===== src/cpu_pkg.sv =====
package cpu_pkg;

    // -------------------------------------------------------------------------
    // sizes and address map
    // -------------------------------------------------------------------------
    localparam int XLEN            = 32;
    localparam int IMEM_AW         = 8;
    localparam int DMEM_AW         = 8;
    localparam int DEBOUNCE_CYCLES = 8;

    // everything from here up is I/O, below is data memory
    localparam logic [XLEN-1:0] IO_BASE  = 32'h0000_F000;
    localparam logic [XLEN-1:0] SW_ADDR  = IO_BASE + 32'h0;
    localparam logic [XLEN-1:0] LED_ADDR = IO_BASE + 32'h4;

    // the only SYSTEM encoding that does anything
    localparam logic [XLEN-1:0] EBREAK_INST = 32'h0010_0073;

    // -------------------------------------------------------------------------
    // encodings
    // -------------------------------------------------------------------------
    typedef enum logic [6:0] {
        OP     = 7'b0110011,
        OP_IMM = 7'b0010011,
        LUI    = 7'b0110111,
        LOAD   = 7'b0000011,
        STORE  = 7'b0100011,
        BRANCH = 7'b1100011,
        JAL    = 7'b1101111,
        SYSTEM = 7'b1110011
    } opcode_e;

    typedef enum logic [2:0] {
        ADD,
        SUB,
        AND,
        OR,
        XOR,
        SLT,
        PASS_B
    } alu_op_e;

    typedef enum logic [1:0] {
        PROGRAM,
        RUN,
        HALT
    } run_state_e;

    // -------------------------------------------------------------------------
    // bundles
    // -------------------------------------------------------------------------
    typedef struct packed {
        alu_op_e alu_op;
        logic    alu_src_imm;
        logic    reg_write;
        logic    mem_read;
        logic    mem_write;
        logic    branch;
        logic    branch_ne;
        logic    jump;
        logic    wb_pc4;
        logic    ebreak;
    } ctrl_t;

    // word write from the boot loader side
    typedef struct packed {
        logic               we;
        logic [IMEM_AW-1:0] addr;
        logic [XLEN-1:0]    data;
    } prog_wr_t;

    typedef struct packed {
        logic            running;
        logic            halted;
        logic [XLEN-1:0] pc;
    } cpu_status_t;

endpackage


===== src/run_ctrl.sv =====
`timescale 1ns/1ps

module run_ctrl (
    input  logic                clk,
    input  logic                rstn_fpga,
    input  logic                press_i,
    input  logic                ebreak_i,
    output logic                exec_en_o,
    output logic                pc_clear_o,
    output cpu_pkg::run_state_e state_o
);

    import cpu_pkg::*;

    run_state_e state_q;
    run_state_e state_d;

    always_comb begin
        state_d = state_q;
        case (state_q)
            PROGRAM: begin
                if (press_i) begin
                    state_d = RUN;
                end
            end
            // presses are ignored while running
            RUN: begin
                if (ebreak_i) begin
                    state_d = HALT;
                end
            end
            HALT: begin
                if (press_i) begin
                    state_d = RUN;
                end
            end
            default: state_d = PROGRAM;
        endcase
    end

    always_ff @(posedge clk) begin
        if (!rstn_fpga) begin
            state_q <= PROGRAM;
        end else begin
            state_q <= state_d;
        end
    end

    assign exec_en_o  = (state_q == RUN);
    assign pc_clear_o = (state_q == PROGRAM) && press_i;
    assign state_o    = state_q;

    // execution starts only from a press and stops only at an ebreak
    a_run_entry : assert property (
        @(posedge clk) disable iff (!rstn_fpga) $rose(exec_en_o) |-> $past(press_i)
    );
    a_run_exit : assert property (
        @(posedge clk) disable iff (!rstn_fpga) $fell(exec_en_o) |-> $past(ebreak_i)
    );

endmodule


===== config.mk =====
export PLATFORM = sky130hd
export DESIGN_NAME = run_ctrl
export DESIGN_NICKNAME = d
export VERILOG_FILES = /design/src/cpu_pkg.sv /design/src/run_ctrl.sv
export SDC_FILE = /design/constraint.sdc
export NUM_CORES = 1
export LEC_CHECK = 0
export BUFFER_PORTS_ARGS = -buffer_cell sky130_fd_sc_hd__buf_2
export CORE_AREA = 5 5 42 44
export DETAILED_ROUTE_END_ITERATION = 7
export DIE_AREA = 0 0 47 49
export PLACE_DENSITY = 0.3
export SLEW_MARGIN = 20
export SYNTH_ARGS = -nofsm -noshare
export SYNTH_HDL_FRONTEND = slang
export SYNTH_SLANG_ARGS = --single-unit

===== constraint.sdc =====
create_clock -name clk -period 0.9 [get_ports clk]
set_input_delay 0.045 -clock clk [delete_from_list [all_inputs] [get_ports clk]]
set_output_delay 0.045 -clock clk [all_outputs]
set_load 0.005 [all_outputs]

# --- Word level (Yosys, flattened, before mapping) ---
# Index checks and enable logic that the tools add are counted.
totals:
  reg_bits: 2
  latchBits: 0
  ramBits: 0
  rom_bits: 0
  inputBits: 4
  output_inout_bits: 4
  word_cells: 12
  memories: 0
classes:
  addsub: 0
  n_mul: 0
  div_mod_pow: 0
  n_lt_le_gt_ge: 0
  eq_ne: 4
  shift: 0
  n_mux: 3
  bitwise_logic: 0
  n_reduce_logical: 4
op_table:
  columns: ["operator", "count"]
  rows:
  - ["2-bit two-way mux", 2]
  - ["2-bit case mux with 2 select lines", 1]
  - ["2-bit by 1-bit equality test with 1-bit output (second input constant)", 1]
  - ["2-bit equality test (second input constant)", 1]
  - ["2-bit zero test", 1]
  - ["2-bit by 1-bit inequality test with 1-bit output (second input constant)", 1]
  - ["2-bit inequality test (second input constant)", 1]
  - ["2-bit AND reduction", 1]
  - ["2-bit OR reduction", 1]
  - ["1-bit logical AND", 1]

# --- Longest topological paths before layout ---
# Gate-level depths: netlist (run 1).
depth:
  ltp_word: 4
  ltp_mapped: 2
  mapped_depth_nobuf: 2

# --- Least setup slack after synthesis (run 1) ---
# OpenSTA, ideal clock, no wires.
synth_path:
  path_type: "register to register"
  from: "register state_q[1], in the netlist state_o[1]"
  to: "register state_q[0], in the netlist state_o[0]"
  setup_ns: 0.117
  arrival_ns: 0.767
  required_time_ns: 0.783
  path_slack_ns: 0.016
  path_stages_with_launch: 3
  path_buffers: 0
  synth_period_minus_slack_ns: 0.884
  cell_sequence: "dfxtp_1 and2b_1 a32o_2"
synth_rtl:
  columns: ["item", "line_no", "rtl"]
  rows:
  - ["start: declaration", "run_ctrl.sv:15", "run_state_e state_q;"]
  - ["start signal: assignment", "run_ctrl.sv:45", "state_q <= state_d;"]
  - ["2-bit by 1-bit equality test with 1-bit output *", null, null]
  - ["via exec_en_o", "run_ctrl.sv:8", "output logic exec_en_o,"]
  - ["2-bit inequality test (no source line)", null, null]
  - ["2-bit AND reduction (no source line)", null, null]
# The timed path passes the listed nets; every way through them passes the cells marked *.
# A chain may end at the register's enable or synchronous reset.

# --- Worst setup path in the final report (run 1) ---
layout_path:
  from: "register state_q[1], in the netlist state_o[1]"
  to: "output port exec_en_o"
layout_between:
  elab_chain_len: 1
layout_rtl:
  columns: ["item", "line_no", "rtl"]
  rows:
  - ["2-bit by 1-bit equality test with 1-bit output", "run_ctrl.sv:49", "assign exec_en_o = (state_q == RUN);"]
  - ["end: declaration", "run_ctrl.sv:8", null]
# No other way between the ends.

==> results.sh, run 1 <==
export IMPL_dieArea_um2=2303
export IMPL_area_delta_synth_final_pct=82.05
export IMPL_grt_pass1_wl_um=469
export IMPL_outcome="finished, violations left"
export IMPL_cts_root_buf="clkbuf_4"
export IMPL_fin_skew_ns=0.001244
export IMPL_cts_tree="yes"
export IMPL_yosysWarnings=0
export IMPL_largest_reg_flops=2
export IMPL_avgSynthCellArea_um2=10.84
export IMPL_maxCapViolCount=0
export IMPL_cts_made_buffers=3
export IMPL_p_per_area_nw_per_um2=1947
export IMPL_hold_viol_final=0
export IMPL_grt_start_max_net_pins=6
export IMPL_antenna_cells=0
export IMPL_viasPerCell=3.229
export IMPL_critical_path_max_fanout=4
export IMPL_setup_slack_ns=-0.02845
export IMPL_top_layer="met3"
export IMPL_synth_most_common_cell="dfxtp_1"
export IMPL_violations="negative setup slack"
export IMPL_holdWs_ns=0.06638
export IMPL_io_buffers=7
export IMPL_multi_input_area_um2=53.80
export IMPL_place_congestion=0.6619
export IMPL_ant_nets=0
export IMPL_num_vias=113
export IMPL_synth_top_area_share=0.4103
export IMPL_peakVddDrop_uv=241.1
export IMPL_rows=14
export IMPL_drt_met1_wl_um=109
export IMPL_cts_sinks=2
export IMPL_slew_headroom=0.8972
export IMPL_grt_ovfl_total=0
export IMPL_critPathLaunchType="flop"
export IMPL_tightestPinTransition_ns=0.1539
export IMPL_insertion_delay_ns=0.22
export IMPL_syn_area_um2=97.59
export IMPL_place_ws_ns=0.005357
export IMPL_cts_buffer_depth=2
export IMPL_holdBufCountCts=0
export IMPL_total_power_uw=345.9
export IMPL_maxSlewViolCount=0
export IMPL_ff2ff_setup_slack_ns=0.04
export IMPL_core_area_um2=1401
export IMPL_avgRoutedWirePerCell_um=9.571
export IMPL_p_leak_nw=0.08804
export IMPL_drt_iter0_drc=0
export IMPL_worst_ep_arrival_time_ns=0.88
export IMPL_seq_area_um2=42.54
export IMPL_finalSetupViolations=2
export IMPL_wl_met3_um=82
export IMPL_ys_ff_latch=2
export IMPL_async_flop_share=0
export IMPL_pin_count=8
export IMPL_seq_area_frac_synth=0.4103
export IMPL_drt_first_pass_iters=1
export IMPL_path_clk_slew_ns=0.03
export IMPL_synth_flop_cell="dfxtp_1"
export IMPL_post_cts_buffers=0
export IMPL_synth_edf_count=0
export IMPL_synth_area_leaders="dfxtp_1 (41%), and4bb_2 (13%), a32o_2 (12%)"
export IMPL_worstSetupEndpointType="output port"
export IMPL_fin_crit_sh=1.032
export IMPL_finish_utilization=0.1268
export IMPL_initial_core_util=0.06964
export IMPL_synthCells=9
export IMPL_die_h_um=49
export IMPL_wl_um=335
export IMPL_final_nets=25
export IMPL_grt_pass1_vias=135
export IMPL_route_met2_wl_um=144
export IMPL_fill_cells=169
export IMPL_worstSetupPathType="flop to output port"
export IMPL_post_route_drc_count=0
export IMPL_layout_drive_gt1_share=0.7368
export IMPL_synth_cell_types=8
export IMPL_synth_nets=13
export IMPL_setup_tns_ns=-0.03335
export IMPL_min_period_ns=0.9285
export IMPL_fp_dieW_um=47
export IMPL_antenna_found_initial=0
export IMPL_worstPathRequired_ns=0.85
export IMPL_grt_use_total=0.03516
export IMPL_hp_class="input port to flop"
export IMPL_yosys_area_top_type="dfxtp_1"
export IMPL_htreeDepth=1
export IMPL_fmax_ghz=1.077
export IMPL_rsz0062_at_grt="true"
[critical path, stage by stage, from the launching register on]
cell	delay, ns
dfxtp_2	0.32
and2b_1	0.22
buf_2	0.12
[placed cells by master, fill, tap and decap left out, drive strengths merged]
| cell | Yosys | layout |
|---|---|---|
| a31o | 1 | 1 |
| nor3b | 1 | 1 |
| a32o | 1 | 1 |
| inv | 1 | 1 |
| nor2b | 1 | 1 |
| and4bb | 1 | 1 |
| and2b | 1 | 1 |
| clkbuf | 0 | 3 |
| buf | 0 | 7 |
| dfxtp | 2 | 2 |
[report_power, final]
part	leakage (nW)	internal, mW	switching, mW
Combinational	0.0570	0.0263	0.0189
Sequential	0.0172	0.0967	0.00584
Clock	0.0138	0.147	0.0509
Total	0.0880	0.270	0.0757
[routing by layer]
layer,track usage,up-vias
met4,0.04147,0
met5,0,-
li1,-,55
met1,0.01969,51
met2,0.04299,7
met3,0.04797,0
[area by class of cell]
type | count | area share
Multi-Input combinational cell | 6 | 0.3028
Timing Repair Buffer | 7 | 0.1972
Sequential cell | 2 | 0.2394
Inverter | 1 | 0.02113
Clock buffer | 3 | 0.1268
Tap cell | 16 | 0.1127
[repair_timing]
| item | CTS | global route |
|---|---|---|
| setup endpoints to repair | 2 | 2 |
| pin swaps | 0 | 0 |
| gates resized for setup | 2 | 0 |
[metrics by stage]
stage / instance area [um2] / cells
4_1_cts: 177.7 / 35
6_report: 177.7 / 35
2_1_floorplan: 97.59 / 9
5_1_grt: 177.7 / 35
3_3_place_gp: 152.6 / 32
3_5_place_dp: 152.6 / 32
[path summary, 6_finish.rpt]
kind	start	endpoint	depth (start not counted)
worst max-delay path	state_o[1]$_SDFFE_PN0P_	exec_en_o	2
worst min-delay path	ebreak_i	state_o[1]$_SDFFE_PN0P_	2
worst max register to register	state_o[0]$_SDFFE_PN0P_	state_o[1]$_SDFFE_PN0P_	2
worst min register to register	state_o[0]$_SDFFE_PN0P_	state_o[0]$_SDFFE_PN0P_	2
[cells by family after synthesis]
| kind of cell | share of synthesized area |
|---|---|
| AO/OA/AOI/OAI | 0.2051 |
| AND/OR/NAND/NOR | 0.3462 |
| flip-flops | 0.4103 |
| buffers and inverters | 0.03842 |
(Power assumes the default switching activity.)
==> inputs of run 2 (changes only) <==
--- a/config.mk
+++ b/config.mk
@@ -10,6 +10,7 @@
 export DETAILED_ROUTE_END_ITERATION = 7
 export DIE_AREA = 0 0 47 49
 export PLACE_DENSITY = 0.3
+export SETUP_SLACK_MARGIN = 0.2
 export SLEW_MARGIN = 20
 export SYNTH_ARGS = -nofsm -noshare
 export SYNTH_HDL_FRONTEND = slang
==> constraint.sdc (replaced) <==
create_clock -name clk -period 0.9 [get_ports clk]
set_input_delay 0.27 -clock clk [delete_from_list [all_inputs] [get_ports clk]]
set_output_delay 0.27 -clock clk [all_outputs]
set_load 0.005 [all_outputs]
==> run 2 against run 1 <==
Effect of this change: the run still ends with negative setup slack left; non-clock buffer count grew 2; design area grew 15%; clock skew grew 0.0011 ns; combinational power grew 27%; count of clock-buffer cells in the layout is the same; sequential share of layout area shrank 3.1 points; first-iteration DRC count grew 8; total power grew 3.6%; register-to-register slack lost 0.12 ns; global-route usage shrank 0.42 points; worst setup slack lost 0.21 ns.
==> results.sh, run 2 (same netlist as run 1, synthesis figures left out) <==
export IMPL_layout_drive_gt1_share=0.8095
export IMPL_grt_start_max_net_pins=6
export IMPL_swShare=0.2175
export IMPL_setup_tns_ns=-0.7759
export IMPL_outcome="finished, violations left"
export IMPL_place_congestion=0.6390
export IMPL_crit_chain="and2b_1, buf_2"
export IMPL_largest_reg_flops=2
export IMPL_p_per_area_nw_per_um2=1757
export IMPL_place_hpwl_um=229.9
export IMPL_maxCapViolCount=0
export IMPL_final_cell_mix="buf_2 (6), clkbuf_4 (3), buf_4 (2), dfxtp_2 (2)"
export IMPL_pin_count=8
export IMPL_grt_use_total=0.03092
export IMPL_insertion_delay_ns=0.22
export IMPL_worstPathRequired_ns=0.63
export IMPL_min_period_ns=1.140
export IMPL_htreeDepth=1
export IMPL_drt_iter0_drc=8
export IMPL_wl_um=328
export IMPL_finalSetupViolations=6
export IMPL_violations="negative setup slack"
export IMPL_grt_ovfl_total=0
export IMPL_holdBufCountCts=0
export IMPL_ant_nets=0
export IMPL_total_power_uw=358.4
export IMPL_path_clk_slew_ns=0.03
export IMPL_critical_path_slowest_cell="dfxtp_2"
export IMPL_worst_ep_arrival_time_ns=0.87
export IMPL_antenna_cells=0
export IMPL_setup_slack_ns=-0.2396
export IMPL_fin_skew_ns=0.002320
export IMPL_grt_pass1_vias=125
export IMPL_cpPeakStageDelay_ns=0.33
export IMPL_rsz0062_at_grt="true"
export IMPL_cp_top_family="flip-flops"
export IMPL_p_clk_frac=0.551
export IMPL_num_vias=119
export IMPL_fp_dieW_um=47
export IMPL_critPathLaunchType="flop"
export IMPL_io_buffers=7
export IMPL_slew_headroom=0.9207
export IMPL_final_nets=27
export IMPL_viasPerCell=3.216
export IMPL_die_h_um=49
export IMPL_hp_class="input port to flop"
export IMPL_drt_first_pass_iters=2
export IMPL_fin_crit_sh=1.266
export IMPL_final_common_cell="buf_2"
export IMPL_fmax_ghz=0.8775
export IMPL_grt_pass1_wl_um=420
export IMPL_area_delta_synth_final_pct=109.0
export IMPL_crit_buf_inv=1
export IMPL_worstSetupPathType="flop to output port"
export IMPL_dieArea_um2=2303
export IMPL_p_comb_frac=0.161
export IMPL_tightestPinTransition_ns=0.1185
export IMPL_avgRoutedWirePerCell_um=8.865
export IMPL_maxSlewViolCount=0
export IMPL_sequentialPowerShare=0.288
export IMPL_cts_made_buffers=3
export IMPL_p_leak_nw=0.1023
export IMPL_cts_root_buf="clkbuf_4"
export IMPL_antenna_found_initial=0
export IMPL_cts_buffer_depth=2
export IMPL_rows=14
export IMPL_internal_power_uw=280.5
export IMPL_initial_core_util=0.06964
export IMPL_hold_viol_final=0
export IMPL_post_route_drc_count=0
export IMPL_fill_cells=170
export IMPL_power_switching_uw=77.95
export IMPL_critical_path_max_fanout=3
export IMPL_worstSetupEndpointType="output port"
export IMPL_peakVddDrop_uv=320.8
export IMPL_core_area_um2=1401
export IMPL_cts_sinks=2
export IMPL_cts_tree="yes"
==> run 2: cell types whose count changed in the layout (fill, tap and decap cells not counted) <==
cell | previous run | this run
buf_4 | 0 | 2
buf_6 | 0 | 1
buf_2 | 7 | 6
nor3b_2 | 0 | 1
nor3b_1 | 1 | 0
==> run 2: cell type report <==
class	instances	area [um2]	share of cell area
Multi-Input combinational cell	6	58.81	0.2883
Clock buffer	3	22.52	0.1104
Tap cell	16	20.02	0.09816
Sequential cell	2	42.54	0.2086
Inverter	1	3.754	0.01840
Timing Repair Buffer	9	56.30	0.2761
==> run 2: through the flow <==
| stage | hold WS, ns | instance area, um2 | setup slack [ns] | util | instances |
|---|---|---|---|---|---|
| after floorplan | 0.4040 | 100.1 | 0.04331 | - | 9 |
| after global placement | 0.5274 | 155.1 | -0.05307 | 0.1107 | 32 |
| after detailed placement | 0.5227 | 155.1 | -0.06189 | 0.1107 | 32 |
| after CTS | 0.3011 | 203.9 | -0.2414 | 0.1455 | 37 |
| after global routing | 0.3213 | 203.9 | -0.2781 | 0.1455 | 37 |
| final | 0.3074 | 203.9 | -0.2396 | 0.1455 | 37 |
==> run 2: worst reg2reg max path, delay by kind of cell (launching register included) <==
kind	cells	cell delay, ns
simple gates	1	0.19
buf+inv	1	0.13
flops	1	0.33
compound gates	1	0.21
==> run 2: worst paths after layout <==
path / from / end / slack, ns / cells after the start
min reg2reg: state_o[0]$_SDFFE_PN0P_ / state_o[0]$_SDFFE_PN0P_ / 0.55 / 2
min: ebreak_i / state_o[1]$_SDFFE_PN0P_ / 0.31 / 2
max: state_o[1]$_SDFFE_PN0P_ / exec_en_o / -0.24 / 2
max reg2reg: state_o[1]$_SDFFE_PN0P_ / state_o[0]$_SDFFE_PN0P_ / -0.08 / 3
==> run 2: per-layer routing <==
layer	global-route usage	routed length [um]
met1	0.01965	108
met2	0.03846	152
met3	0.04428	67
met4	0.02765	0
met5	0	0
==> run 2: power groups by stage <==
stage                     Sequential (mW)  Clock [mW]  Combinational [mW]
after floorplan                     0.103           0              0.0196
after global placement              0.104           0              0.0455
after detailed placement            0.104           0              0.0454
after CTS                           0.103       0.212              0.0581
after global routing                0.104       0.211              0.0622
final                               0.103       0.197              0.0576
==> run 2: what timing repair did <==
| action | in CTS | in global routing |
|---|---|---|
| resized for setup | 2 | 0 |
| setup endpoints to repair | 6 | 6 |
| cloned | 0 | 0 |
| endpoints found under the hold margin | 0 | 0 |
| setup buffers | 2 | 0 |
| pin swaps | 1 | 0 |
==> inputs of run 3 (changes only) <==
==> constraint.sdc (replaced) <==
create_clock -name clk -period 0.9 [get_ports clk]
set_input_delay 0.225 -clock clk [delete_from_list [all_inputs] [get_ports clk]]
set_output_delay 0.225 -clock clk [all_outputs]
set_load 0.005 [all_outputs]
==> run 3 against run 2 <==
Effect of this change: the flow still finishes with violations (negative setup slack); non-clock buffer count stayed put; hold slack worse by 0.053 ns; routed wire length is 3.7% lower; sequential share of layout area stayed put; critical endpoint unchanged; highest routed layer unchanged.
==> results.sh, run 3 (same netlist as run 1, synthesis figures left out) <==
export IMPL_peakVddDrop_uv=321.1
export IMPL_min_period_ns=1.092
export IMPL_worst_ep_arrival_time_ns=0.87
export IMPL_avgRoutedWirePerCell_um=8.541
export IMPL_final_nets=27
export IMPL_stdcell_area_um2=203.9
export IMPL_io_buffers=7
export IMPL_path_clk_slew_ns=0.03
export IMPL_regToRegStartpoint="state_o[1]$_SDFFE_PN0P_"
export IMPL_fmax_ghz=0.9161
export IMPL_cts_sinks=2
export IMPL_grt_ovfl_total=0
export IMPL_grt_use_total=0.03233
export IMPL_ff2ff_setup_slack_ns=-0.07
export IMPL_grt_pass1_wl_um=455
export IMPL_grt_start_max_net_pins=6
export IMPL_setup_slack_ns=-0.1916
export IMPL_cts_made_buffers=3
export IMPL_initial_core_util=0.06964
export IMPL_hold_viol_final=0
export IMPL_antenna_found_initial=0
export IMPL_worstPathRequired_ns=0.67
export IMPL_holdBufCountCts=0
export IMPL_cp_startpoint="state_o[1]$_SDFFE_PN0P_"
export IMPL_rsz0062_at_grt="true"
export IMPL_drt_iter0_drc=0
export IMPL_core_area_um2=1401
export IMPL_maxSlewViolCount=0
export IMPL_outcome="finished, violations left"
export IMPL_ant_nets=0
export IMPL_cts_tree="yes"
export IMPL_cts_buffer_depth=2
export IMPL_rows=14
export IMPL_crit_chain="and2b_1, buf_2"
export IMPL_fin_skew_ns=0.002307
export IMPL_final_common_cell="buf_2"
export IMPL_critical_path_slowest_cell="dfxtp_2"
export IMPL_setup_tns_ns=-0.5844
export IMPL_p_per_area_nw_per_um2=1752
export IMPL_violations="negative setup slack"
export IMPL_critPathLaunchType="flop"
export IMPL_drt_first_pass_iters=1
export IMPL_dpl_cell_area_um2=155.1
export IMPL_hp_class="input port to flop"
export IMPL_hold_end="state_o[1]$_SDFFE_PN0P_"
export IMPL_viasPerCell=3.189
export IMPL_grt_pass1_vias=129
export IMPL_fp_dieW_um=47
export IMPL_maxCapViolCount=0
export IMPL_wl_um=316
export IMPL_finalSetupViolations=6
export IMPL_place_congestion=0.6252
export IMPL_cts_root_buf="clkbuf_4"
export IMPL_post_route_drc_count=0
export IMPL_cpPeakStageDelay_ns=0.33
export IMPL_area_delta_synth_final_pct=109.0
export IMPL_pin_count=8
export IMPL_holdWs_ns=0.2549
export IMPL_layout_drive_gt1_share=0.8095
export IMPL_worstReg2RegEnd="state_o[0]$_SDFFE_PN0P_"
export IMPL_htreeDepth=1
export IMPL_antenna_cells=0
export IMPL_critical_path_max_fanout=3
export IMPL_dieArea_um2=2303
export IMPL_fin_crit_sh=1.213
export IMPL_tightestPinTransition_ns=0.1189
export IMPL_slew_headroom=0.9204
export IMPL_worstSetupEndpointType="output port"
export IMPL_hold_start="ebreak_i"
export IMPL_worstSetupPathType="flop to output port"
export IMPL_num_vias=118
export IMPL_hold_depth=2
export IMPL_place_hpwl_um=235.7
export IMPL_insertion_delay_ns=0.22
export IMPL_die_h_um=49
export IMPL_largest_reg_flops=2
export IMPL_rr_worst_depth=3
export IMPL_p_leak_nw=0.1023
export IMPL_final_cell_mix="buf_2 (6), clkbuf_4 (3), buf_4 (2), dfxtp_2 (2)"
==> run 3: cell counts in the layout (fill, tap and decap cells not counted) <==
Identical to the previous run, type by type.
==> run 3: how the worst max path moves through the flow <==
stage / depth (start not counted) / end
after floorplan: 2 / state_o[0]$_SDFFE_PN0P_
after global placement: 2 / exec_en_o
after detailed placement: 2 / exec_en_o
after CTS: 2 / exec_en_o
after global routing: 2 / exec_en_o
final: 2 / exec_en_o
==> run 3: stage by stage <==
stage          worst slack (ns)  total power [mW]    util  std cells
2_1_floorplan           0.04331            0.1230       -          9
3_3_place_gp            0.02407            0.1492  0.1107         32
3_5_place_dp            0.02166            0.1490  0.1107         32
4_1_cts                 -0.1985            0.3726  0.1455         37
5_1_grt                 -0.2355            0.3783  0.1455         37
6_report                -0.1916            0.3574  0.1455         37
==> run 3: routing by layer <==
layer,track usage,up-vias,part of all wire
met5,0,-,0
met1,0.02402,53,0.35
met4,0.02765,0,0
met3,0.04428,0,0.19
met2,0.03846,6,0.46
li1,-,59,-
==> run 3: cell type report <==
type | count | area (um2)
multi-input combinational | 6 | 58.81
clock buffer | 3 | 22.52
timing repair buffer | 9 | 56.30
fill | 172 | 1197
inverter | 1 | 3.754
tap | 16 | 20.02
sequential | 2 | 42.54
==> run 3: power by group <==
group | switching [mW] | total (mW) | internal, mW
logic | 0.0204 | 0.0569 | 0.0365
registers | 0.00634 | 0.103 | 0.0968
clock network | 0.0502 | 0.197 | 0.147
total | 0.0770 | 0.357 | 0.280
==> run 3: critical path, delay by kind of cell (launching register included) <==
family	cells	cell delay [ns]
and+or+nand+nor	1	0.19
buffers and inverters	1	0.12
DFF	1	0.33
==> run 3: repair_timing <==
| item | in CTS | in global routing |
|---|---|---|
| pin swaps | 1 | 0 |
| setup endpoints to repair | 6 | 6 |
| resized for setup | 2 | 0 |
| setup buffers | 2 | 0 |
